==> config.mk <==
export PLATFORM = sky130hd
export DESIGN_NAME = vga_output
export DESIGN_NICKNAME = d
export VERILOG_FILES = /design/src/vga_pkg.sv /design/src/vga_output.sv
export SDC_FILE = /design/constraint.sdc
export NUM_CORES = 1
export LEC_CHECK = 0
export BUFFER_PORTS_ARGS = -buffer_cell sky130_fd_sc_hd__buf_2
export CORE_MARGIN = 8
export CORE_UTILIZATION = 28
export CTS_BUF_LIST = sky130_fd_sc_hd__clkbuf_4 sky130_fd_sc_hd__clkbuf_8 sky130_fd_sc_hd__clkbuf_16
export DETAILED_ROUTE_END_ITERATION = 6
export PLACE_DENSITY = 0.56
export SLEW_MARGIN = 5
export SYNTH_ARGS = -nofsm -noshare
export SYNTH_HDL_FRONTEND = slang
export SYNTH_SLANG_ARGS = --single-unit
==> constraint.sdc <==
create_clock -name clk -period 2.2 [get_ports clk]
set_clock_uncertainty 0.1 [all_clocks]
set_input_delay 0.66 -clock clk [delete_from_list [all_inputs] [get_ports clk]]
set_output_delay 0.66 -clock clk [all_outputs]
set_load 0.01 [all_outputs]
==> src/vga_pkg.sv <==
// VGA display controller
// Shared constants and types

package vga_pkg;

    // Horizontal raster in pixel clocks
    localparam int h_visible = 640;
    localparam int h_front   = 16;
    localparam int h_sync    = 96;
    localparam int h_back    = 48;
    localparam int h_total   = h_visible + h_front + h_sync + h_back;

    // Vertical raster in lines
    localparam int v_visible = 480;
    localparam int v_front   = 10;
    localparam int v_sync    = 2;
    localparam int v_back    = 33;
    localparam int v_total   = v_visible + v_front + v_sync + v_back;

    localparam int h_sync_start = h_visible + h_front;
    localparam int h_sync_end   = h_sync_start + h_sync;
    localparam int v_sync_start = v_visible + v_front;
    localparam int v_sync_end   = v_sync_start + v_sync;

    // Text geometry
    localparam int text_cols   = 80;
    localparam int text_rows   = 25;
    localparam int char_height = 16;
    localparam int char_width  = 8;
    localparam int border_row  = text_rows * char_height;

    // Odd graphics lines live in the upper bank
    localparam int gfx_bytes_per_line = 40;
    localparam int gfx_odd_bank       = 4096;

    localparam int fb_depth        = 8192;
    localparam int cursor_pos_bits = 11;

    typedef logic [9:0]  pixel_coord_t;
    typedef logic [12:0] fb_addr_t;
    typedef logic [19:1] bus_addr_t;
    typedef logic [15:0] bus_data_t;
    typedef logic [1:0]  byte_sel_t;
    typedef logic [3:0]  attr_t;
    typedef logic [1:0]  gfx_colour_t;

    // Register word offsets
    localparam logic [1:0] reg_cursor_pos = 2'd0;
    localparam logic [1:0] reg_cursor_ctl = 2'd1;
    localparam logic [1:0] reg_mode       = 2'd2;

    // Graphics palettes, indexed by pixel value
    localparam attr_t [3:0] palette_0 = {4'd6, 4'd4, 4'd2, 4'd0};
    localparam attr_t [3:0] palette_1 = {4'd7, 4'd5, 4'd3, 4'd0};

endpackage

==> src/vga_output.sv <==
// Pixel output stage

`timescale 1ns/1ps

module vga_output import vga_pkg::*; (
    input  logic         clk,
    input  logic         rst_n,
    input  logic [7:0]   glyph,
    input  attr_t        foreground,
    input  attr_t        background,
    input  logic         render_cursor,
    input  gfx_colour_t  graphics_colour,
    input  logic         graphics_enabled,
    input  logic         palette_sel,
    input  logic         hsync_raw,
    input  logic         vsync_raw,
    input  pixel_coord_t row,
    input  pixel_coord_t col,
    output logic [7:0]   pixel_glyph,
    output attr_t        pixel_fg,
    output attr_t        pixel_bg,
    output logic         pixel_cursor,
    output attr_t        pixel_colour,
    output logic         hsync,
    output logic         vsync,
    output pixel_coord_t pixel_row,
    output pixel_coord_t pixel_col
);

    attr_t        colour;
    logic         hsync_d;
    logic         vsync_d;
    pixel_coord_t row_d;
    pixel_coord_t col_d;

    always_comb begin
        if (!graphics_enabled) begin
            colour = '0;
        end else if (palette_sel) begin
            colour = palette_1[graphics_colour];
        end else begin
            colour = palette_0[graphics_colour];
        end
    end

    always_ff @(posedge clk or negedge rst_n) begin
        if (!rst_n) begin
            pixel_glyph  <= '0;
            pixel_fg     <= '0;
            pixel_bg     <= '0;
            pixel_cursor <= 1'b0;
            pixel_colour <= '0;
            hsync_d      <= 1'b1;
            vsync_d      <= 1'b1;
            hsync        <= 1'b1;
            vsync        <= 1'b1;
            row_d        <= '0;
            col_d        <= '0;
            pixel_row    <= '0;
            pixel_col    <= '0;
        end else begin
            pixel_glyph  <= glyph;
            pixel_fg     <= foreground;
            pixel_bg     <= background;
            pixel_cursor <= render_cursor;
            pixel_colour <= colour;
            // Two stages to match the frame buffer read plus this register
            hsync_d      <= hsync_raw;
            vsync_d      <= vsync_raw;
            hsync        <= hsync_d;
            vsync        <= vsync_d;
            row_d        <= row;
            col_d        <= col;
            pixel_row    <= row_d;
            pixel_col    <= col_d;
        end
    end

endmodule

Yosys cells after proc, flatten, opt, wreduce, memory -nomap -nowiden
Index checks and enable logic that the tools add are counted.
- muxes and demuxes: 6
- magnitude comparators: 1
- operators with widths (operator ; count):
    binary-select mux 4 bit (select 2 bit) ; 2
    2-to-1 mux 4 bit ; 4
    < comparator 2 x 3 -> 1 bit (second input constant) ; 1
- output and inout bits: 43
- register bits: 65
- word-level logic and storage cells: 20
- input port bits: 45

Logic depth before layout (Yosys ltp)
- depth after elaboration: 4
- depth in mapped cells: 1
- gate-level depth less buffers: 1

Least setup slack after synthesis
Ideal clock, no wire load.
- path type: reg-to-output
- start point: register hsync
- end point: output port hsync
- path buffers: 0
- stages on the path, launching flop included: 1
- data required time: 1.440 ns
- slack: 0.920 ns
- arrival: 0.520 ns
- cell sequence: dfstp_2
- RTL lines (element ; RTL line ; source):
    start: declaration ; vga_output.sv:24 ; output logic hsync,
    start signal: assignment ; vga_output.sv:70 ; hsync <= hsync_d;
No word-level cell between the ends.

Worst setup path after layout
- start point: register hsync
- end point: output port hsync
No word-level cell between the ends.

==> results.json <==
{
  "diodes": 0,
  "power_density_mw_per_mm2": 987.3,
  "syn_nets": 114,
  "vias": 928,
  "startpoint": "hsync",
  "path_max_fanout": 1,
  "final_cells": 247,
  "synthDominantCellAreaShare": 0.9146,
  "yosysWarnings": 0,
  "cts_resized": 0,
  "dieArea_mm2": 0.008569,
  "postRouteAntennaNets": 0,
  "final_common_cell": "buf_2",
  "critPathTopFamily": "flip-flops",
  "cts.sinks": 64,
  "endpoint": "hsync",
  "utilization": 0.4091,
  "start_util": 0.2840,
  "dp_slack_ns": 0.8260,
  "grt_first_pass_wirelength_mm": 5.540,
  "wl_per_cell_um": 14.27,
  "final.period_utilization": 0.7808,
  "seq_area_frac_synth": 0.9787,
  "status": "complete, no violations",
  "slew_viol_final": 0,
  "rsz0062_at_grt": "false",
  "power_mw": 2.335,
  "swShare": 0.2067,
  "power.switching_mw": 0.4826,
  "dp.cells": 231,
  "post_cts_buffers": 0,
  "first_iter_violations": 15,
  "pwr-share-seq": 0.537,
  "hold_path_class": "input port to asynchronous set/reset pin",
  "arrival_ns": 0.96,
  "root_buffer": "clkbuf_8",
  "synth_cells": 69,
  "syn_avg_cell_area_um2": 23.79,
  "finalHoldViolCount": 0,
  "insertion_delay_ns": 0.33,
  "setup_viol": 0,
  "reg2reg_depth": 0,
  "yosys.area.top_type": "dfrtp_1",
  "nets": 212,
  "r2r_end": "vsync",
  "setup_tns_ns": 0,
  "rows": 28,
  "grt_max_degree": 36,
  "grt.overflow.total": 0,
  "htreeDepth": 3,
  "core-area_mm2": 0.005781,
  "port-buffer-count": 86,
  "area_delta_synth_final_pct": 44.06,
  "power.leakage_nw": 1.220,
  "worst_setup_path_end_kind": "output port",
  "clock_path_buffers": 2,
  "crit_chain": "buf_2",
  "dr.pass1.iters": 3,
  "synth_seq_cells": 64,
  "period_needed_ns": 1.718,
  "clkTransAtPathRegs_ns": 0.06,
  "r2r-start": "vsync_d",
  "antenna_found_initial": 2,
  "ys_types": 7,
  "crit_required_ns": 1.44,
  "worst-setup-path-type": "register to output port",
  "intPower_mw": 1.852,
  "cts_hold_buf": 0,
  "routed_via_density": 3.757,
  "drive_gt1_frac": 0.6337,
  "ios": 88,
  "die_w_um": 92.57,
  "drc": 0,
  "setup_slack_ns": 0.4821,
  "cp_num_buf_inv": 1,
  "synthesis.area_mm2": 0.001642,
  "peakVddDrop_v": 0.0004601,
  "die_h_um": 92.57,
  "grtUsageTotal": 0.08847,
  "slowest_delay_ns": 0.52,
  "cp_slowest_cell": "dfstp_2",
  "grt_pass1_vias": 1089,
  "cp.depth": 1,
  "fmax_mhz": 582.1,
  "pwr-share-comb": 0.055,
  "cts_tree": "built",
  "worstSetupStartpointType": "register",
  "pwr-share-clk": 0.408,
  "cts_made_buffers": 9,
  "routed_wl_mm": 3.524,
  "maxCapViolations": 0,
  "final_cell_mix": "buf_2 (86), dfrtp_1 (60), clkbuf_8 (9), dfstp_2 (4)",
  "gp_congestion": 0.6118,
  "synthTopCellsByArea": "dfrtp_1 (91%), dfstp_2 (6.4%), o211a_1 (0.61%), and2_2 (0.46%), buf_4 (0.46%)",
  "r2r_slack_ns": 1.53
}
[cells by family (layout without fill, tap and decap cells)]
kind of cell / count (synthesis) / in the layout / synth area share
buffers and inverters: 1 / 104 / 0.004575
AND/OR/NAND/NOR: 2 / 2 / 0.008388
other: 1 / 1 / 0.002284
flip-flops: 64 / 64 / 0.9787
AO/OA/AOI/OAI: 1 / 1 / 0.006098
[power groups by stage]
stage / logic [mW] / clock network (mW) / registers [mW]
6_report: 0.129 / 0.953 / 1.25
3_3_place_gp: 0.132 / 0 / 1.27
5_1_grt: 0.145 / 1.05 / 1.26
4_1_cts: 0.135 / 1.00 / 1.25
3_5_place_dp: 0.135 / 0 / 1.28
2_1_floorplan: 0.00429 / 0 / 1.30
[metrics by stage]
stage	hold WS [ns]	cell area (um2)
after global routing	0.2528	2365
after floorplan	0.2312	1642
after CTS	0.2332	2365
after global placement	0.2318	2173
final	0.2374	2365
after detailed placement	0.2347	2173
[layer usage]
layer	share of wire	vias up	GRT usage	wire, um
met5	0.0051	-	0	18
met4	0.018	4	0.04832	63
met1	0.36	444	0.08371	1254
met2	0.45	63	0.1228	1575
li1	-	406	-	-
met3	0.17	11	0.08576	613
[cell type report]
class	count	area [um2]
clock buffer	12	146.4
clock inverter	4	45.04
fill	558	3416
multi-input combinational	4	27.53
sequential	64	1607
tap	75	93.84
timing repair buffer	88	445.4
[worst min-delay path by stage]
stage / slack (ns) / startpoint / endpoint
finish: 0.24 / rst_n / col_d[2]
global route: 0.25 / col_d[7] / pixel_col[7]
CTS: 0.23 / rst_n / col_d[2]
detailed placement: 0.23 / row_d[9] / pixel_row[9]
global placement: 0.23 / row_d[5] / pixel_row[5]
floorplan: 0.23 / col_d[0] / pixel_col[0]
[synthesized netlist by cell type]
cell type,n
o211a_1,1
dfrtp_1,60
conb_1,1
buf_4,1
dfstp_2,4
and2_2,1
and2_1,1
[sequential cells by signal, indices dropped and copies added, names as in the netlist]
signal	flops
col_d	10
pixel_col	10
pixel_row	10
row_d	10
pixel_glyph	8
pixel_bg	4
pixel_fg	4
pixel_colour	3
hsync	1
hsync_d	1
pixel_cursor	1
vsync	1
vsync_d	1
(Power assumes the default switching activity.)
