File: src/vga_pkg.sv
// VGA display controller
// Shared constants and types

package vga_pkg;

    // Horizontal raster in pixel clocks
    localparam int h_visible = 640;
    localparam int h_front   = 16;
    localparam int h_sync    = 96;
    localparam int h_back    = 48;
    localparam int h_total   = h_visible + h_front + h_sync + h_back;

    // Vertical raster in lines
    localparam int v_visible = 480;
    localparam int v_front   = 10;
    localparam int v_sync    = 2;
    localparam int v_back    = 33;
    localparam int v_total   = v_visible + v_front + v_sync + v_back;

    localparam int h_sync_start = h_visible + h_front;
    localparam int h_sync_end   = h_sync_start + h_sync;
    localparam int v_sync_start = v_visible + v_front;
    localparam int v_sync_end   = v_sync_start + v_sync;

    // Text geometry
    localparam int text_cols   = 80;
    localparam int text_rows   = 25;
    localparam int char_height = 16;
    localparam int char_width  = 8;
    localparam int border_row  = text_rows * char_height;

    // Odd graphics lines live in the upper bank
    localparam int gfx_bytes_per_line = 40;
    localparam int gfx_odd_bank       = 4096;

    localparam int fb_depth        = 8192;
    localparam int cursor_pos_bits = 11;

    typedef logic [9:0]  pixel_coord_t;
    typedef logic [12:0] fb_addr_t;
    typedef logic [19:1] bus_addr_t;
    typedef logic [15:0] bus_data_t;
    typedef logic [1:0]  byte_sel_t;
    typedef logic [3:0]  attr_t;
    typedef logic [1:0]  gfx_colour_t;

    // Register word offsets
    localparam logic [1:0] reg_cursor_pos = 2'd0;
    localparam logic [1:0] reg_cursor_ctl = 2'd1;
    localparam logic [1:0] reg_mode       = 2'd2;

    // Graphics palettes, indexed by pixel value
    localparam attr_t [3:0] palette_0 = {4'd6, 4'd4, 4'd2, 4'd0};
    localparam attr_t [3:0] palette_1 = {4'd7, 4'd5, 4'd3, 4'd0};

endpackage

File: src/vga_regs.sv
// Cursor and mode registers

`timescale 1ns/1ps

module vga_regs import vga_pkg::*; (
    input  logic                       clk,
    input  logic                       rst_n,
    input  logic                       cs,
    input  logic                       access,
    input  logic                       wr_en,
    input  bus_addr_t                  addr,
    input  bus_data_t                  data_in,
    input  byte_sel_t                  bytesel,
    output bus_data_t                  data_out,
    output logic                       ack,
    output logic                       cursor_enabled,
    output logic [cursor_pos_bits-1:0] cursor_pos,
    output logic [2:0]                 cursor_scan_start,
    output logic [2:0]                 cursor_scan_end,
    output logic                       graphics_enabled,
    output logic                       palette_sel
);

    logic       wr;
    logic [6:0] cursor_ctl;
    logic [1:0] mode;
    bus_data_t  rd_word;
    bus_data_t  rd_q;

    assign wr = access && cs && wr_en;

    always_ff @(posedge clk or negedge rst_n) begin
        if (!rst_n) begin
            cursor_pos <= '0;
            cursor_ctl <= '0;
            mode       <= '0;
        end else if (wr) begin
            case (addr[2:1])
                reg_cursor_pos: begin
                    if (bytesel[0]) cursor_pos[7:0]  <= data_in[7:0];
                    if (bytesel[1]) cursor_pos[10:8] <= data_in[10:8];
                end
                reg_cursor_ctl: if (bytesel[0]) cursor_ctl <= data_in[6:0];
                reg_mode:       if (bytesel[0]) mode <= data_in[1:0];
                default: ;
            endcase
        end
    end

    always_comb begin
        case (addr[2:1])
            reg_cursor_pos: rd_word = bus_data_t'(cursor_pos);
            reg_cursor_ctl: rd_word = bus_data_t'(cursor_ctl);
            reg_mode:       rd_word = bus_data_t'(mode);
            default:        rd_word = '0;
        endcase
    end

    // Read data is sampled before any write at the same edge
    always_ff @(posedge clk) begin
        rd_q <= rd_word;
    end

    always_ff @(posedge clk or negedge rst_n) begin
        if (!rst_n) begin
            ack <= 1'b0;
        end else begin
            ack <= access && cs;
        end
    end

    assign data_out = ack ? rd_q : '0;

    assign cursor_enabled    = cursor_ctl[0];
    assign cursor_scan_start = cursor_ctl[3:1];
    assign cursor_scan_end   = cursor_ctl[6:4];
    assign graphics_enabled  = mode[0];
    assign palette_sel       = mode[1];

endmodule

File: config.mk
export PLATFORM = sky130hd
export DESIGN_NAME = vga_regs
export DESIGN_NICKNAME = d
export VERILOG_FILES = /design/src/vga_pkg.sv /design/src/vga_regs.sv
export SDC_FILE = /design/constraint.sdc
export NUM_CORES = 1
export LEC_CHECK = 0
export BUFFER_PORTS_ARGS = -buffer_cell sky130_fd_sc_hd__buf_2
export CORE_MARGIN = 3
export CORE_UTILIZATION = 40
export DETAILED_ROUTE_END_ITERATION = 7
export PLACE_DENSITY = 0.86
export SLEW_MARGIN = 40
export SYNTH_ARGS = -nofsm -noshare
export SYNTH_HDL_FRONTEND = slang
export SYNTH_SLANG_ARGS = --single-unit
File: constraint.sdc
create_clock -name clk -period 1.5 [get_ports clk]
set_clock_uncertainty 0.05 [all_clocks]
set_input_delay 0.15 -clock clk [delete_from_list [all_inputs] [get_ports clk]]
set_output_delay 0.15 -clock clk [all_outputs]
set_load 0.02 [all_outputs]
**Yosys cells after proc, flatten, opt, wreduce, memory -nomap -nowiden**

Index checks and enable logic that the tools add are counted.

- ROM bits: 0
- Latch bits: 0
- Bits in registers: 37
- RAM bits: 0
- Output and inout port bits: 37
- Logic and storage cells: 17
- Memories kept: 0

- $lt $le $gt $ge: 0
- Reduce and logical (&&, ||, !) cells: 7
- Div/mod/pow operators: 0
- Shift-type cells: 0
- Mux-type cells: 2
- Eq/ne operators: 2
- Bitwise operators: 0
- $add $sub $neg: 0
- Multiply operators: 0

Operators by type and width:

| operator | number |
|---|---|
| 11-bit one-hot mux with 3 select lines | 1 |
| 16-bit two-way mux | 1 |
| 3-bit AND reduction | 4 |
| 2-bit by 1-bit == test with 1-bit output, second input constant | 1 |
| 2-bit == test, second input constant | 1 |
| 1-bit logical AND | 2 |
| 2-bit logical NOT | 1 |

**Logic depth before layout (Yosys ltp)**

Gate-level depths: netlist (run 1).

- Word-level depth: 3
- Depth in mapped cells: 4
- Gate-level depth less buffers: 3

**Worst setup path after synthesis (run 1)**

OpenSTA, ideal clock, no wires.

- Path kind: input-to-reg
- From: in addr[0]
- To: reg cursor_pos[0]
- Path slack: 0.332 ns
- Arrival time: 0.993 ns
- Stages on the path: 3
- Path buffers: 1
- Cells stage by stage: buf_4 nor3_4 mux2_2

- Cells in the longest elaborated chain, start to end: 2

RTL lines:

| item | line | text |
|---|---|---|
| start: declaration | vga_regs.sv:11 | `input bus_addr_t addr,` |
| 2-bit logical NOT | vga_regs.sv:38 | `case (addr[2:1])` |
| 3-bit AND reduction (no line) | - |  |
| end signal: assignment | vga_regs.sv:40 | `if (bytesel[0]) cursor_pos[7:0] <= data_in[7:0];` |
| end: declaration | vga_regs.sv:17 | `output logic [cursor_pos_bits-1:0] cursor_pos,` |

No other way between the ends.
A chain may end at the register's enable or synchronous reset.

**Worst setup path after layout (run 1)**

- From: reg ack
- To: out data_out[10]

- Cells in the longest elaborated chain, start to end: 1

RTL lines:

| item | line | text |
|---|---|---|
| start: declaration | vga_regs.sv:15 | `output logic ack,` |
| start signal: assignment | vga_regs.sv:68 | `ack <= access && cs;` |
| 16-bit two-way mux | vga_regs.sv:72 | `assign data_out = ack ? rd_q : '0;` |
| end: declaration | vga_regs.sv:14 | `output bus_data_t data_out,` |

No other way between the ends.

==> results.sh, run 1 <==
export IMPL_cts_tree="yes"
export IMPL_firstDrtPassIters=3
export IMPL_vias=909
export IMPL_synth_top_area_frac=0.397
export IMPL_crit_fanout=12
export IMPL_slew_violations=0
export IMPL_setup_viol=0
export IMPL_finalPower_mw=2.09
export IMPL_synth_area_per_cell_um2=13.2
export IMPL_startpoint_type="flip-flop"
export IMPL_critPathKind="flip-flop to primary output"
export IMPL_rsz0062_at_grt="false"
export IMPL_grtUsageTotal=0.141
export IMPL_viasPerCell=4.35
export IMPL_clk_path_buf_depth=2
export IMPL_io_buffers=51
export IMPL_cp_slowest_cell="dfrtp_1"
export IMPL_synth_most_common_cell="dfrtp_1"
export IMPL_synth_edf_count=0
export IMPL_cts_max_level=2
export IMPL_clk_pin_slew_worst_paths_ps=90
export IMPL_die_h_um=63.5
export IMPL_netlist_top_cells_count="21 x dfrtp_1, 20 x mux2_2, 16 x and2_1"
export IMPL_final_setup_worst_slack_ps=190
export IMPL_synthDistinctLibCells=18
export IMPL_cts_root_buf="clkbuf_4"
export IMPL_worstPathRequired_ps=1300
export IMPL_fillers=296
export IMPL_post_dp_hpwl_mm=2.01
export IMPL_worstPathArrival_ps=1110
export IMPL_crit_cells=2
export IMPL_p_leak_nw=0.900
export IMPL_syn_inst=100
export IMPL_ir_worst_vdd_mv=0.657
export IMPL_wirelength_mm=2.58
export IMPL_gp_congestion=0.837
export IMPL_yosys_warnings=0
export IMPL_wl_per_cell_um=12.3
export IMPL_period_minus_slack_ps=1310
export IMPL_antenna_left=0
export IMPL_grt_max_degree=22
export IMPL_syn_area_um2=1320
export IMPL_ys_ff_latch=32
export IMPL_dp_slack_ps=87.5
export IMPL_core_um2=3100
export IMPL_numCtsBuffers=5
export IMPL_path_buf_inv=1
export IMPL_cts_setup_buffers=0
export IMPL_drt_iter0_drc=11
export IMPL_placed_area_um2=1590
export IMPL_timing_fmax_mhz=764
export IMPL_fin_setup_tns_ps=0
export IMPL_cts_hold_buf=8
export IMPL_overflow=0
export IMPL_power_density_nw_per_um2=1200
export IMPL_fin_area_um2=1750
export IMPL_clock_sinks=32
export IMPL_synth_main_ff_cell="dfrtp_1"
export IMPL_drc_errors=0
export IMPL_antenna_found_initial=0
export IMPL_cpPeakStageDelay_ps=470
export IMPL_antenna_cells=0
export IMPL_path_cells="and2_1 -> buf_2"
export IMPL_ys_seq_area_frac=0.563
export IMPL_min_path_cells=2
export IMPL_num_nets_final=206
export IMPL_synth_area_leaders="dfrtp_1 40%, mux2_2 17%, dfxtp_1 17%"
export IMPL_cap_violations=0
export IMPL_yosysTopAreaCell="dfrtp_1"
export IMPL_path_delay_family="flip-flops"
export IMPL_synth_async_reset_ratio=0.656
export IMPL_initial_core_util=0.427
export IMPL_placedCellCount=192
export IMPL_outcome="completed"
export IMPL_grt_pass1_wl_mm=4.28
export IMPL_die_area_um2=4040
export IMPL_fin_crit_sh=0.873
export IMPL_finalHoldViolations=0
export IMPL_hold_path_class="input port to flip-flop"
export IMPL_drive_gt1_frac=0.503
export IMPL_grt_pass1_vias=981
export IMPL_clk_latency_ps=330
export IMPL_worst_r2r_cell_count=1
export IMPL_fp_row_count=20
export IMPL_syn_to_final_growth_pct=31.9
export IMPL_fin_cells=209
export IMPL_seq_area_um2=746
export IMPL_cp_end_kind="primary output"
export IMPL_cts_resized_gates=0
export IMPL_multi_input_area_um2=531
export IMPL_io_pin_count=79
export IMPL_die_w_um=63.5
-- per-stage QoR --
| stage | hold WS [ps] | utilization |
|---|---|---|
| 3_3_place_gp | 57.9 | 0.514 |
| 6_report | 27.1 | 0.563 |
| 2_1_floorplan | -196 | - |
| 3_5_place_dp | 71.9 | 0.514 |
| 4_1_cts | 6.78 | 0.559 |
| 5_1_grt | 9.76 | 0.563 |
-- flip-flops by register name, summed over array words and instances, names as in the netlist --
name	count
cursor_ctl	7
cursor_pos	11
mode	2
rd_q	11
ack	1
-- layout make-up --
cell class	count	share of cell area
Timing Repair Buffer	61	0.202
Tap cell	44	0.0315
Clock inverter	2	0.00573
Clock buffer	6	0.0294
Sequential cell	32	0.427
Multi-Input combinational cell	64	0.304
-- cells by family after synthesis --
group,share of synthesized area
AO/OA/AOI/OAI,0.00756
buffers and inverters,0.0473
multiplexers,0.223
AND/OR/NAND/NOR,0.156
other,0.00283
flip-flops,0.563
-- layer usage --
layer  share of wire  GRT usage  vias up
met3           0.077     0.0499        7
met4           0.028     0.0997        0
met5               0          0        -
li1                -          -      458
met1            0.36      0.131      410
met2            0.54      0.252       34
-- cells in the final DEF, fill, tap and decap left out, drive strengths merged --
cell type	synthesis	layout
nor2	6	6
nor3b	2	2
nand2	2	2
o21ai	2	2
nor3	1	1
dfrtp	21	21
clkbuf	2	6
nand4	2	2
dlygate4sd3	0	9
clkinv	0	2
conb	1	5
mux2	20	20
mux2i	7	7
and2	16	16
buf	6	52
nor2b	1	1
dfxtp	11	11
-- worst paths after layout --
check / from / to / slack [ps]
setup / recovery: ack / data_out[10] / 190
hold / removal: data_in[5] / cursor_pos[5] / 30
setup reg to reg: cursor_pos[2] / cursor_pos[2] / 660
hold reg to reg: mode[1] / rd_q[1] / 450
max in group asynchronous: rst_n / ack / 840
min in group asynchronous: rst_n / cursor_ctl[4] / 240
-- power breakdown --
group          switching, mW  internal (mW)  total, mW
logic                  0.304          0.225      0.529
clock network          0.263          0.222      0.485
registers             0.0831          0.997       1.08
Power figures use the tool's default switching activity.
==> run 2: changes to the inputs <==
- clock period: 1.5 -> 1.6 ns (I/O delays scaled with it)
==> results.sh, run 2 (synthesis gave the netlist of run 1 again) <==
export IMPL_cts_hold_buf=1
export IMPL_drc_errors=0
export IMPL_hold_path_class="input port to flip-flop"
export IMPL_slew_violations=0
export IMPL_r2r_start="cursor_pos[8]"
export IMPL_vias=877
export IMPL_wirelength_mm=2.50
export IMPL_cts_tree="yes"
export IMPL_final_cell_mix="51 x buf_2, 21 x dfrtp_1, 20 x mux2_2"
export IMPL_drive_gt1_frac=0.529
export IMPL_power_share_combinational=0.246
export IMPL_gp_congestion=0.828
export IMPL_path_delay_family="flip-flops"
export IMPL_grtUsageTotal=0.136
export IMPL_worst_r2r_cell_count=1
export IMPL_post_dp_hpwl_mm=2.08
export IMPL_core_um2=3100
export IMPL_setup_viol=0
export IMPL_intPower_mw=1.34
export IMPL_pwr_share_seq=0.521
export IMPL_path_buf_inv=1
export IMPL_power_density_nw_per_um2=1170
export IMPL_overflow=0
export IMPL_clock_sinks=32
export IMPL_cp_end_kind="primary output"
export IMPL_cts_root_buf="clkbuf_4"
export IMPL_die_h_um=63.5
export IMPL_cts_max_level=2
export IMPL_grt_pass1_wl_mm=4.15
export IMPL_fin_crit_sh=0.823
export IMPL_sw_frac_of_total=0.311
export IMPL_die_area_um2=4040
export IMPL_antenna_cells=0
export IMPL_drt_iter0_drc=5
export IMPL_grt_pass1_vias=902
export IMPL_cts_resized_gates=0
export IMPL_cpPeakStageDelay_ps=460
export IMPL_worstPathArrival_ps=1110
export IMPL_grt_max_degree=22
export IMPL_fin_cells=201
export IMPL_firstDrtPassIters=2
export IMPL_hold_end="cursor_pos[7]"
export IMPL_final_util=0.537
export IMPL_antenna_left=0
export IMPL_startpoint_type="flip-flop"
export IMPL_period_minus_slack_ps=1320
export IMPL_cap_violations=0
export IMPL_min_from="data_in[7]"
export IMPL_numCtsBuffers=5
export IMPL_ir_worst_vdd_mv=0.731
export IMPL_timing_fmax_mhz=760
export IMPL_rsz0062_at_grt="false"
export IMPL_antenna_found_initial=0
export IMPL_syn_to_final_growth_pct=25.8
export IMPL_initial_core_util=0.427
export IMPL_ff2ff_setup_slack_ps=760
export IMPL_final_common_cell="buf_2"
export IMPL_crit_fanout=12
export IMPL_fin_setup_tns_ps=0
export IMPL_clkPwrFrac=0.233
export IMPL_switching_power_uw=604
export IMPL_wl_per_cell_um=12.5
export IMPL_r2r_end="cursor_pos[8]"
export IMPL_placedCellCount=192
export IMPL_critPathKind="flip-flop to primary output"
export IMPL_cts_setup_buffers=0
export IMPL_io_pin_count=79
export IMPL_top_regs="cursor_pos x11, rd_q x11, cursor_ctl x7"
export IMPL_die_w_um=63.5
export IMPL_io_buffers=51
export IMPL_finalHoldViolations=0
export IMPL_clk_path_buf_depth=2
export IMPL_viasPerCell=4.36
export IMPL_worstPathRequired_ps=1390
export IMPL_clk_latency_ps=330
export IMPL_path_cells="and2_1 -> buf_2"
export IMPL_outcome="completed"
export IMPL_num_nets_final=198
export IMPL_p_leak_nw=0.866
export IMPL_cp_slowest_cell="dfrtp_1"
export IMPL_clk_pin_slew_worst_paths_ps=90
export IMPL_min_path_cells=2
export IMPL_fp_row_count=20
[run 2: worst max-delay path by stage]
stage	cells after the start	to	startpoint
CTS	2	data_out[1]	ack
floorplan	3	cursor_pos[0]	addr[0]
global placement	4	cursor_ctl[1]	wr_en
finish	2	data_out[1]	ack
detailed placement	4	cursor_ctl[2]	wr_en
global route	2	data_out[4]	ack
[run 2: per-layer routing]
metal / track usage / vias to the layer above / wire length, µm
met2: 0.250 / 30 / 1360
met5: 0 / - / 0
met3: 0.0446 / 3 / 170
met1: 0.136 / 402 / 932
li1: - / 442 / -
met4: 0.0647 / 0 / 36
[run 2: stage by stage]
step	hold slack, ps	instance area [µm²]	setup WS (ps)	power, mW
global route	2.06	1670	174	2.06
CTS	11.8	1670	256	1.97
global placement	67.8	1590	213	1.49
detailed placement	80.4	1590	162	1.52
floorplan	-186	1340	422	1.33
finish	18.8	1670	283	1.95
[run 2: power by group through the flow]
| stage | Clock, mW | Sequential, mW | Combinational, mW |
|---|---|---|---|
| floorplan | 0 | 1.14 | 0.183 |
| global route | 0.510 | 1.04 | 0.516 |
| finish | 0.454 | 1.01 | 0.478 |
| CTS | 0.466 | 1.02 | 0.486 |
| global placement | 0 | 1.02 | 0.470 |
| detailed placement | 0 | 1.03 | 0.483 |
[run 2: final cells by class]
class	instances	area [µm²]
fill	301	1440
timing repair buffer	53	273
multi-input combinational	64	531
clock buffer	6	51.3
tap	44	55.1
clock inverter	2	10.0
sequential	32	746
