<file path="config.mk">
export PLATFORM = sky130hd
export DESIGN_NAME = vga_timing
export DESIGN_NICKNAME = d
export VERILOG_FILES = /design/src/vga_pkg.sv /design/src/vga_timing.sv
export SDC_FILE = /design/constraint.sdc
export NUM_CORES = 1
export LEC_CHECK = 0
export BUFFER_PORTS_ARGS = -buffer_cell sky130_fd_sc_hd__buf_2
export CAP_MARGIN = 10
export CORE_MARGIN = 3
export CORE_UTILIZATION = 51
export CTS_CLUSTER_SIZE = 25
export DETAILED_ROUTE_END_ITERATION = 10
export GPL_TIMING_DRIVEN = 0
export PLACE_DENSITY_LB_ADDON = 0.25
export SYNTH_ARGS = -nofsm -noshare
export SYNTH_HDL_FRONTEND = slang
export SYNTH_SLANG_ARGS = --single-unit
</file>
<file path="constraint.sdc">
create_clock -name clk -period 2.6 [get_ports clk]
set_input_delay 0.13 -clock clk [delete_from_list [all_inputs] [get_ports clk]]
set_output_delay 0.13 -clock clk [all_outputs]
set_load 0.05 [all_outputs]
</file>
<file path="src/vga_pkg.sv">
// VGA display controller
// Shared constants and types

package vga_pkg;

    // Horizontal raster in pixel clocks
    localparam int h_visible = 640;
    localparam int h_front   = 16;
    localparam int h_sync    = 96;
    localparam int h_back    = 48;
    localparam int h_total   = h_visible + h_front + h_sync + h_back;

    // Vertical raster in lines
    localparam int v_visible = 480;
    localparam int v_front   = 10;
    localparam int v_sync    = 2;
    localparam int v_back    = 33;
    localparam int v_total   = v_visible + v_front + v_sync + v_back;

    localparam int h_sync_start = h_visible + h_front;
    localparam int h_sync_end   = h_sync_start + h_sync;
    localparam int v_sync_start = v_visible + v_front;
    localparam int v_sync_end   = v_sync_start + v_sync;

    // Text geometry
    localparam int text_cols   = 80;
    localparam int text_rows   = 25;
    localparam int char_height = 16;
    localparam int char_width  = 8;
    localparam int border_row  = text_rows * char_height;

    // Odd graphics lines live in the upper bank
    localparam int gfx_bytes_per_line = 40;
    localparam int gfx_odd_bank       = 4096;

    localparam int fb_depth        = 8192;
    localparam int cursor_pos_bits = 11;

    typedef logic [9:0]  pixel_coord_t;
    typedef logic [12:0] fb_addr_t;
    typedef logic [19:1] bus_addr_t;
    typedef logic [15:0] bus_data_t;
    typedef logic [1:0]  byte_sel_t;
    typedef logic [3:0]  attr_t;
    typedef logic [1:0]  gfx_colour_t;

    // Register word offsets
    localparam logic [1:0] reg_cursor_pos = 2'd0;
    localparam logic [1:0] reg_cursor_ctl = 2'd1;
    localparam logic [1:0] reg_mode       = 2'd2;

    // Graphics palettes, indexed by pixel value
    localparam attr_t [3:0] palette_0 = {4'd6, 4'd4, 4'd2, 4'd0};
    localparam attr_t [3:0] palette_1 = {4'd7, 4'd5, 4'd3, 4'd0};

endpackage

</file>
<file path="src/vga_timing.sv">
// VGA raster timing generator

`timescale 1ns/1ps

module vga_timing import vga_pkg::*; (
    input  logic         clk,
    input  logic         rst_n,
    output pixel_coord_t row,
    output pixel_coord_t col,
    output logic         is_blank,
    output logic         is_border,
    output logic         hsync,
    output logic         vsync
);

    pixel_coord_t h_count;
    pixel_coord_t v_count;
    logic         h_last;
    logic         v_last;

    assign h_last = h_count == pixel_coord_t'(h_total - 1);
    assign v_last = v_count == pixel_coord_t'(v_total - 1);

    always_ff @(posedge clk or negedge rst_n) begin
        if (!rst_n) begin
            h_count <= '0;
        end else if (h_last) begin
            h_count <= '0;
        end else begin
            h_count <= h_count + 1'b1;
        end
    end

    // Line counter advances at the end of each line
    always_ff @(posedge clk or negedge rst_n) begin
        if (!rst_n) begin
            v_count <= '0;
        end else if (h_last) begin
            if (v_last) begin
                v_count <= '0;
            end else begin
                v_count <= v_count + 1'b1;
            end
        end
    end

    assign row = v_count;
    assign col = h_count;

    assign is_blank = (h_count >= pixel_coord_t'(h_visible)) ||
                      (v_count >= pixel_coord_t'(v_visible));

    // Lines below the text area are border
    assign is_border = (v_count >= pixel_coord_t'(border_row)) &&
                       (v_count <  pixel_coord_t'(v_visible));

    // Active low syncs
    assign hsync = !((h_count >= pixel_coord_t'(h_sync_start)) &&
                     (h_count <  pixel_coord_t'(h_sync_end)));
    assign vsync = !((v_count >= pixel_coord_t'(v_sync_start)) &&
                     (v_count <  pixel_coord_t'(v_sync_end)));

endmodule

</file>
* Word level (Yosys, flattened, before mapping)
Index checks and enable logic that the tools add are counted.
** Operators by class
- Add/sub/neg operators :: 2
- Magnitude comparators :: 8
- Equality and inequality tests :: 2
- Multiplexer cells :: 2
- Reductions and logical operators :: 6
** Operators with widths (number)
- >= comparator 10 x 9 -> 1 bit, second input constant :: 3
- adder 10 x 1 -> 10 bit, second input constant :: 2
- == test 10 bit, second input constant :: 2
- >= comparator 10 bit, second input constant :: 2
- less-than comparator 10 x 9 -> 1 bit, second input constant :: 2
- 2-to-1 mux 10 bit :: 2
- less-than comparator 10 bit, second input constant :: 1
- logical AND 1 bit :: 3
- zero test 1 bit :: 2
- logical OR 1 bit :: 1
** Storage, ports and cells
- Register bits after elaboration :: 20
- Output and inout port bits :: 24

* Longest topological paths before layout
Gate-level depths: netlist of the first run.
- Word-level depth :: 3
- Gate-level depth with buffers :: 7
- Depth with buffers taken out :: 6

* Worst setup path before layout of the first run
No wires, ideal clock.
- Path kind :: register to register
- Start :: register h_count[0] (netlist: col[0])
- End :: register v_count[4] (netlist: row[4])
- Data arrival time :: 2.023 ns
- Required time :: 2.475 ns
- Slack :: 0.452 ns
- Cell stages (with the launch flop) :: 8
- Clock period less this slack :: 2.148 ns
- Cells stage by stage :: dfrtp_1 ha_1 and4_1 buf_4 and4_1 buf_4 nand4_2 mux2_4
** On the way
- Word-level cells in the longest chain between the ends :: 1
** Ends and longest elaborated chain
- start: declaration :: RTL line vga_timing.sv:16 : pixel_coord_t h_count;
- start signal: assignment :: RTL line vga_timing.sv:30 : h_count <= h_count + 1'b1;
- == test 10 bit :: RTL line vga_timing.sv:21 : assign h_last = h_count == pixel_coord_t'(h_total - 1);
- end signal: assignment :: RTL line vga_timing.sv:42 : v_count <= v_count + 1'b1;
- end: declaration :: RTL line vga_timing.sv:17 : pixel_coord_t v_count;
No other way between the ends.
A chain may end at the register's enable or synchronous reset.

* Worst setup path after layout of the first run
Ends and elaborated chain as after synthesis.

==> impl_metrics.yaml, run 1 <==
run_status:
  status: "completed"
clocking:
  htreeDepth: 1
  cts_root_buf: "clkbuf_4"
  clock-sinks: 20
  clk_latency_ps: 290
  clk_pin_slew_ps: 110
  clockBufferDepth: 2
  cts_setup_buffers: 0
  cts_tree: "done"
  cts_made_buffers: 3
timing:
  worstMarginPinSlew_ps: 447
  maxSlewHeadroom_pct: 70.2
  drv_slew: 0
  finalClockSkew_ps: 5.28
  setup_violations: 0
  rsz0062_at_grt: "false"
  fmax_mhz: 521
  period_needed_ps: 1920
  min_period_over_period_pct: 73.8
  finalHoldViolations: 0
  setup_tns_ps: 0
global_routing:
  grt_max_degree: 21
  grt_pass1_vias: 823
  grt-ovfl-total: 0
  grt_usage_pct: 18.4
  grt_antenna_before_repair: 0
  grt_first_pass_wirelength_mm: 3.66
floorplanning:
  fp.dieW_um: 51.9
  core_area_um2: 1860
  placementRows: 15
  ios: 26
  die_h_um: 51.9
  die-area_um2: 2690
  initial_core_util_pct: 57.7
power:
  powerDensity_nw_per_um2: 364
  power.leakage_nw: 0.633
  ir_drop_uv: 308
logic_synthesis:
  synth_cell_types: 30
  ys_seq_elements: 20
  ys_warn_count: 0
  synth-edff-count: 0
  synth_nets: 115
  synth_top_area_share_pct: 46.7
  yosys-top-cells-count: "20 x dfrtp_1, 9 x nand3_1, 9 x nor2_1, 8 x nand2_1, 8 x nor3_1"
  synth-async-reset-ratio_pct: 100
  avgSynthCellArea_um2: 9.84
  synth_top_cell_by_area: "dfrtp_1"
  syn_inst: 109
  synth_area_leaders: "dfrtp_1 47%, xnor2_1 4.9%, ha_1 4.7%"
  synth_flop_cell: "dfrtp_1"
  synth_most_common_cell: "dfrtp_1"
  ys_seq_area_share_pct: 46.7
  syn_area_um2: 1070
final_layout:
  final_cells: 163
  nFillCells: 152
  layout.nets: 146
  synthToLayoutAreaGrowth_pct: 17.6
  layout-drive-gt1-share_pct: 24.6
  antennaDiodeCount: 0
placement:
  dpl.cell_count: 159
  io_buffer_count: 25
  place_hpwl_mm: 1.54
  routabilityCongestion: 0.858
routing:
  drtAntennaViolNets: 0
  first_pass_iters: 4
  post_drt_wl_per_cell_um: 12.8
  drt_iter0_drc: 12
  via_per_inst: 5.47
  drcViolationCount: 0
  drt-total-wl_mm: 2.09
  num_vias: 891
critical_path:
  cp.required_ps: 2790
  arrival_ps: 2110
  critPathMaxFanout: 10
  path_class: "reg -> reg"
  startpoint_type: "flip-flop"
  end_kind: "flip-flop"
min_path:
  min_path_type: "in -> async"
job:
  cap_violations: 0
==> registers in the layout, summed over array words and instances (netlist names) <==
| register | flops |
|---|---|
| col | 10 |
| row | 10 |
==> critical path, cell delays in order (launching register included) <==
cell and delay [ps]:
dfrtp_1 460, ha_1 250, and4_1 200, buf_4 130
and4_1 180, buf_4 170, nand4_2 120, mux2_4 310
==> metrics by stage <==
step / total power, mW / setup WS [ps] / instance area [um^2] / util [%] / hold WS, ps
3_3_place_gp: 0.324 / 722 / 1230 / 66.1 / 100
4_1_cts: 0.466 / 678 / 1260 / 67.9 / 307
5_1_grt: 0.478 / 563 / 1260 / 67.9 / 342
2_1_floorplan: 0.317 / 452 / 1070 / - / -166
6_report: 0.460 / 682 / 1260 / 67.9 / 298
3_5_place_dp: 0.324 / 691 / 1230 / 66.1 / 101
==> path summary, 6_finish.rpt <==
kind	cells after the start	startpoint	endpoint	slack [ps]
max in group asynchronous	2	rst_n	col[2]	1990
worst max register to register	7	col[0]	row[4]	680
min in group clk	1	row[9]	row[9]	540
worst min-delay path	2	rst_n	col[5]	300
worst max-delay path	7	col[0]	row[4]	680
worst min register to register	1	row[9]	row[9]	540
==> where the power goes <==
part	switching, mW	total [mW]	leakage [nW]	internal [mW]
sequential	0	0.311	0.265	0.311
clock	0.0874	0.141	0.0138	0.0539
combinational	0.00594	0.00746	0.354	0.00152
==> layout make-up <==
| cell class | count | area, um^2 | share of cell area (%) |
|---|---|---|---|
| plain buffers | 4 | 22.5 | 1.79 |
| clock buffers | 3 | 22.5 | 1.79 |
| inverters | 6 | 22.5 | 1.79 |
| multi-input cells | 79 | 527 | 41.8 |
| flip-flops and latches | 20 | 500 | 39.7 |
| well taps | 25 | 31.3 | 2.48 |
| repair buffers | 26 | 135 | 10.7 |
==> placed cells by master, fill, tap and decap left out <==
cell,n
nand4_2,2
o31ai_1,1
mux2_2,1
nor2_1,9
clkbuf_4,3
nor4bb_1,1
o21bai_1,1
ha_1,4
clkbuf_1,2
nand4_1,4
a21oi_1,3
xnor2_1,6
inv_1,6
mux2_4,1
nand2_1,8
buf_4,2
dfrtp_1,20
o31a_1,1
xor2_1,5
dlygate4sd3_1,1
and2_1,1
a2bb2oi_1,1
a31oi_1,2
nand3_1,9
buf_2,25
o21ai_0,1
o21a_1,1
and4_1,3
nor2b_1,1
a22o_1,1
nor4_1,1
nor3_1,8
and3_1,3
==> metal layers <==
metal | up-vias | part of all wire [%] | track usage [%] | routed length [um]
li1 | 444 | - | - | -
met1 | 423 | 48 | 24.4 | 1000
met2 | 20 | 47 | 29.5 | 993
met3 | 4 | 3.3 | 2.58 | 70
met4 | 0 | 1.3 | 8.73 | 27
met5 | - | 0 | 0 | 0
==> kinds of logic after synthesis <==
logic type	after synthesis	synth area share, %
flops	20	46.7
simple gates	50	25.4
fa+ha+maj	4	4.67
compound gates	12	7.58
xor+xnor	11	8.98
mux	2	2.45
buf+inv	10	4.20
==> repair_timing <==
| item | CTS | global route |
|---|---|---|
| hold endpoints to repair | 20 | 0 |
| setup endpoints to repair | 0 | 0 |
| hold buffers | 1 | 0 |
| gates resized for setup | 0 | 0 |
(Power assumes the default switching activity.)
==> inputs of run 2 (changes only) <==
ABC_AREA = 1   (was unset)
CORE_UTILIZATION = 53   (was 51)
clock period = 1.8 ns   (was 2.6 ns; I/O delays follow)
==> run 2 against run 1 <==
Die area increased by 11%. Combinational power increased by 50%. Clock skew decreased by 3.0 ps.
==> impl_metrics.yaml, run 2 <==
logic_synthesis:
  synth_flop_cell: "dfrtp_1"
  syn_inst: 167
  synth_cell_types: 27
  ys_warn_count: 0
  synth_nets: 173
  synth_top_cell_by_area: "dfrtp_1"
  syn_area_um2: 1260
  synth_area_leaders: "dfrtp_1 40%, nand2_1 12%, inv_1 7.2%"
  synth-async-reset-ratio_pct: 100
  ys_seq_area_share_pct: 39.8
  synth_top_area_share_pct: 39.8
  synth-edff-count: 0
  synth_most_common_cell: "nand2_1"
  avgSynthCellArea_um2: 7.52
  yosys-top-cells-count: "40 x nand2_1, 24 x inv_1, 20 x dfrtp_1, 18 x nor2_1, 13 x nand3_1"
  ys_seq_elements: 20
power:
  p_comb_share_pct: 1.6
  p_clk_share_pct: 36.2
  power.leakage_nw: 0.774
  p_sw_mw: 0.147
  switching_share_pct: 20.4
  ir_drop_uv: 298
  power_mw: 0.722
  pwr-share-seq_pct: 62.2
  p_int_mw: 0.575
  powerDensity_nw_per_um2: 492
floorplanning:
  die_h_um: 54.7
  fp.dieW_um: 54.7
  core_area_um2: 2230
  die-area_um2: 2990
  ios: 26
  initial_core_util_pct: 56.2
  placementRows: 17
timing:
  worstMarginPinSlew_ps: 471
  period_needed_ps: 1610
  fmax_mhz: 621
  setup_tns_ps: 0
  min_period_over_period_pct: 89.4
  rsz0062_at_grt: "false"
  drv_slew: 0
  finalHoldViolations: 0
  finalClockSkew_ps: 2.27
  setup_violations: 0
  maxSlewHeadroom_pct: 68.6
routing:
  post_drt_wl_per_cell_um: 12.4
  drtAntennaViolNets: 0
  via_per_inst: 5.47
  drcViolationCount: 0
  num_vias: 1231
  drt_iter0_drc: 19
  first_pass_iters: 4
  drt-total-wl_mm: 2.79
global_routing:
  grt-ovfl-total: 0
  grt_antenna_before_repair: 0
  busiest_layer: "met2"
  use_met2_pct: 36.4
  grt_usage_pct: 21.0
  use_met3_pct: 2.45
  grt_pass1_vias: 1100
  use_met1_pct: 26.4
  grt_first_pass_wirelength_mm: 4.57
  grt_max_degree: 21
clocking:
  htreeDepth: 1
  clk_pin_slew_ps: 110
  cts_made_buffers: 3
  cts_setup_buffers: 0
  clk_latency_ps: 300
  cts_root_buf: "clkbuf_4"
  clock-sinks: 20
  cts_tree: "done"
  clockBufferDepth: 2
job:
  cap_violations: 0
critical_path:
  crit_chain: "nand2_1, o21ai_1, a211o_1, buf_2"
  path_class: "reg -> out"
  path_buf_inv: 1
  max_stage_delay_ps: 470
  critPathTopFamily: "flip-flops"
  critPathMaxFanout: 7
  cp.required_ps: 1710
  cp_slowest_cell: "dfrtp_1"
  end_kind: "output pin"
  startpoint_type: "flip-flop"
  arrival_ps: 1520
final_layout:
  layout.nets: 204
  synthToLayoutAreaGrowth_pct: 16.8
  layout-drive-gt1-share_pct: 20.8
  antennaDiodeCount: 0
  regArea_um2: 500
  nFillCells: 218
  layout_common_cells: "40 x nand2_1, 27 x buf_2, 24 x inv_1, 20 x dfrtp_1, 18 x nor2_1"
  final_common_cell: "nand2_1"
  multiInputGateArea_um2: 627
placement:
  routabilityCongestion: 0.900
  io_buffer_count: 25
  place_hpwl_mm: 2.09
min_path:
  min_path_type: "in -> async"
run_status:
  status: "completed"
[run 2: per-layer routing]
metal	wire, um	share of wire, %
met1	1200	43
met2	1440	51
met3	113	4.0
met4	42	1.5
met5	0	0
[run 2: timing repair]
item,CTS,global route
endpoints found under the setup margin,0,1
hold endpoints to repair,20,0
resized for setup,0,1
hold buffers,1,0
[run 2: cell type report]
cell class	count	area share (%)
plain buffers	5	2.73
clock buffers	4	2.47
inverters	25	6.39
multi-input cells	117	42.7
flip-flops and latches	20	34.1
well taps	28	2.39
repair buffers	26	9.21
[run 2: logic make-up (layout without fill, tap and decap cells)]
| group | count (synthesis) | in the layout | synth area share [%] |
|---|---|---|---|
| buf+inv | 30 | 60 | 10.7 |
| simple gates | 88 | 88 | 32.7 |
| xor+xnor | 7 | 7 | 4.88 |
| compound gates | 18 | 18 | 7.97 |
| flops | 20 | 20 | 39.8 |
| fa+ha+maj | 4 | 4 | 3.98 |
[run 2: power groups by stage]
stage | Clock, mW | Combinational (mW) | Sequential (mW)
2_1_floorplan | 0 | 0.000000362 | 0.458
3_3_place_gp | 0 | 0.00996 | 0.458
3_5_place_dp | 0 | 0.0104 | 0.458
4_1_cts | 0.272 | 0.0121 | 0.449
5_1_grt | 0.290 | 0.0131 | 0.449
6_report | 0.261 | 0.0112 | 0.449
[run 2: worst paths after layout]
path / from / end / slack (ps) / cells after the start
max in group asynchronous: rst_n / col[9] / 1220 / 2
hold / removal: rst_n / col[6] / 270 / 2
setup / recovery: row[7] / is_blank / 190 / 4
setup reg to reg: col[0] / row[9] / 230 / 8
min in group clk: col[2] / col[2] / 550 / 1
hold reg to reg: col[2] / col[2] / 550 / 1
[run 2: metrics by stage]
stage,std cells,hold slack [ps],instance area [um^2],util [%],worst slack (ps)
after floorplan,167,-206,1260,-,41.6
after global placement,220,63.0,1420,63.6,309
after detailed placement,220,72.9,1420,63.6,263
after CTS,225,277,1470,65.7,81.0
after global routing,225,292,1470,65.7,96.7
final,225,267,1470,65.7,191
==> inputs of run 3 (changes only) <==
GPL_TIMING_DRIVEN = unset   (was 0)
==> run 3 against run 2 <==
Die area did not move. Critical path depth is the same. Design area grew 0.77%. Sequential share of layout area decreased by 0.26 points. Cell count fell by 0.89%. Register-to-register slack about the same. Count of clock-buffer cells in the layout shrank 1. Worst hold slack lost 17 ps. First-iteration DRC count is 130% higher. Setup slack worse by 11 ps. Core utilization grew 0.50 points. Clock skew up 6.7 ps. Highest routed layer unchanged.
==> impl_metrics.yaml, run 3 (synthesized netlist as in run 2, its figures left out) <==
run_status:
  status: "completed"
final_layout:
  final_cell_area_um2: 1480
  layout_common_cells: "40 x nand2_1, 25 x buf_2, 24 x inv_1, 20 x dfrtp_1, 18 x nor2_1"
  layout.nets: 202
  synthToLayoutAreaGrowth_pct: 17.7
  layout-drive-gt1-share_pct: 20.0
  antennaDiodeCount: 0
  nFillCells: 199
  final_common_cell: "nand2_1"
timing:
  worstMarginPinSlew_ps: 464
  setup_violations: 0
  drv_slew: 0
  maxSlewHeadroom_pct: 69.1
  finalHoldViolations: 0
  fmax_mhz: 617
  whs_ps: 250
  rsz0062_at_grt: "false"
  setup_tns_ps: 0
  period_needed_ps: 1620
  finalClockSkew_ps: 9.00
  min_period_over_period_pct: 90.0
min_path:
  min_path_type: "in -> async"
clocking:
  clk_latency_ps: 300
  cts_root_buf: "clkbuf_4"
  cts_tree: "done"
  clockBufferDepth: 2
  htreeDepth: 1
  cts_made_buffers: 3
  clk_pin_slew_ps: 120
  clock-sinks: 20
floorplanning:
  initial_core_util_pct: 56.2
  fp.dieW_um: 54.7
  core_area_um2: 2230
  die-area_um2: 2990
  ios: 26
  placementRows: 17
  die_h_um: 54.7
power:
  powerDensity_nw_per_um2: 561
  power.leakage_nw: 0.771
  ir_drop_uv: 526
global_routing:
  grt_pass1_vias: 1063
  use_met3_pct: 3.54
  use_met2_pct: 37.4
  grt-ovfl-total: 0
  grt_usage_pct: 21.0
  grt_first_pass_wirelength_mm: 4.57
  busiest_layer: "met2"
  use_met1_pct: 25.6
  grt_max_degree: 21
  grt_antenna_before_repair: 0
routing:
  post_drt_wl_per_cell_um: 12.5
  drt-total-wl_mm: 2.79
  num_vias: 1197
  drtAntennaViolNets: 0
  first_pass_iters: 5
  via_per_inst: 5.37
  drt_iter0_drc: 43
  drcViolationCount: 0
critical_path:
  startpoint_type: "flip-flop"
  cp.required_ps: 1710
  path_buf_inv: 1
  crit_chain: "nand2_1, o21ai_1, a211o_1, buf_2"
  critPathTopFamily: "flip-flops"
  arrival_ps: 1530
  end_kind: "output pin"
  path_class: "reg -> out"
  max_stage_delay_ps: 450
  cp_slowest_cell: "dfrtp_1"
  critPathMaxFanout: 6
placement:
  place_hpwl_mm: 2.07
  placed_cell_area_um2: 1400
  io_buffer_count: 25
  routabilityCongestion: 0.849
job:
  cap_violations: 0
[run 3: cell count changes in the layout (fill, tap and decap cells not counted), sizes merged]
cell,before,now
bufinv,0,1
clkbuf,6,3
[run 3: path summary, 6_finish.rpt]
kind / startpoint / to / slack (ps) / depth (start not counted)
setup / recovery: row[8] / is_blank / 180 / 4
hold / removal: rst_n / col[2] / 250 / 2
setup reg to reg: col[0] / row[6] / 240 / 8
hold reg to reg: col[2] / col[2] / 570 / 1
max in group asynchronous: rst_n / row[8] / 1220 / 2
min in group clk: col[2] / col[2] / 570 / 1
[run 3: repair_timing]
action	in CTS	in global routing
endpoints found under the setup margin	0	2
hold endpoints to repair	20	0
hold buffers	1	0
resized for setup	0	1
buffers inserted	0	1
[run 3: final cells by class]
cell class	instances	area (um^2)	share of cell area, %
sequential	20	500	33.8
multi-input combinational	117	627	42.4
clock inverter	1	30.0	2.03
timing repair buffer	29	170	11.5
inverter	25	93.8	6.35
tap	28	35.0	2.37
clock buffer	3	22.5	1.52
[run 3: metal layers]
layer	wire, um	share of wire, %
met5	0	0
met2	1410	51
met1	1190	43
met3	134	4.8
met4	54	1.9
[run 3: metrics by stage]
step | worst slack (ps) | instances | utilization (%) | total power, mW
after global placement | 253 | 217 | 62.5 | 0.468
after floorplan | 41.6 | 167 | - | 0.458
final | 180 | 223 | 66.2 | 0.830
after global routing | 74.4 | 223 | 66.2 | 0.858
after CTS | 69.0 | 222 | 65.3 | 0.836
after detailed placement | 160 | 217 | 62.5 | 0.468
[run 3: report_power, final]
| group | switching (mW) | internal [mW] |
|---|---|---|
| registers | 0 | 0.449 |
| logic | 0.00894 | 0.00219 |
| clock network | 0.145 | 0.225 |
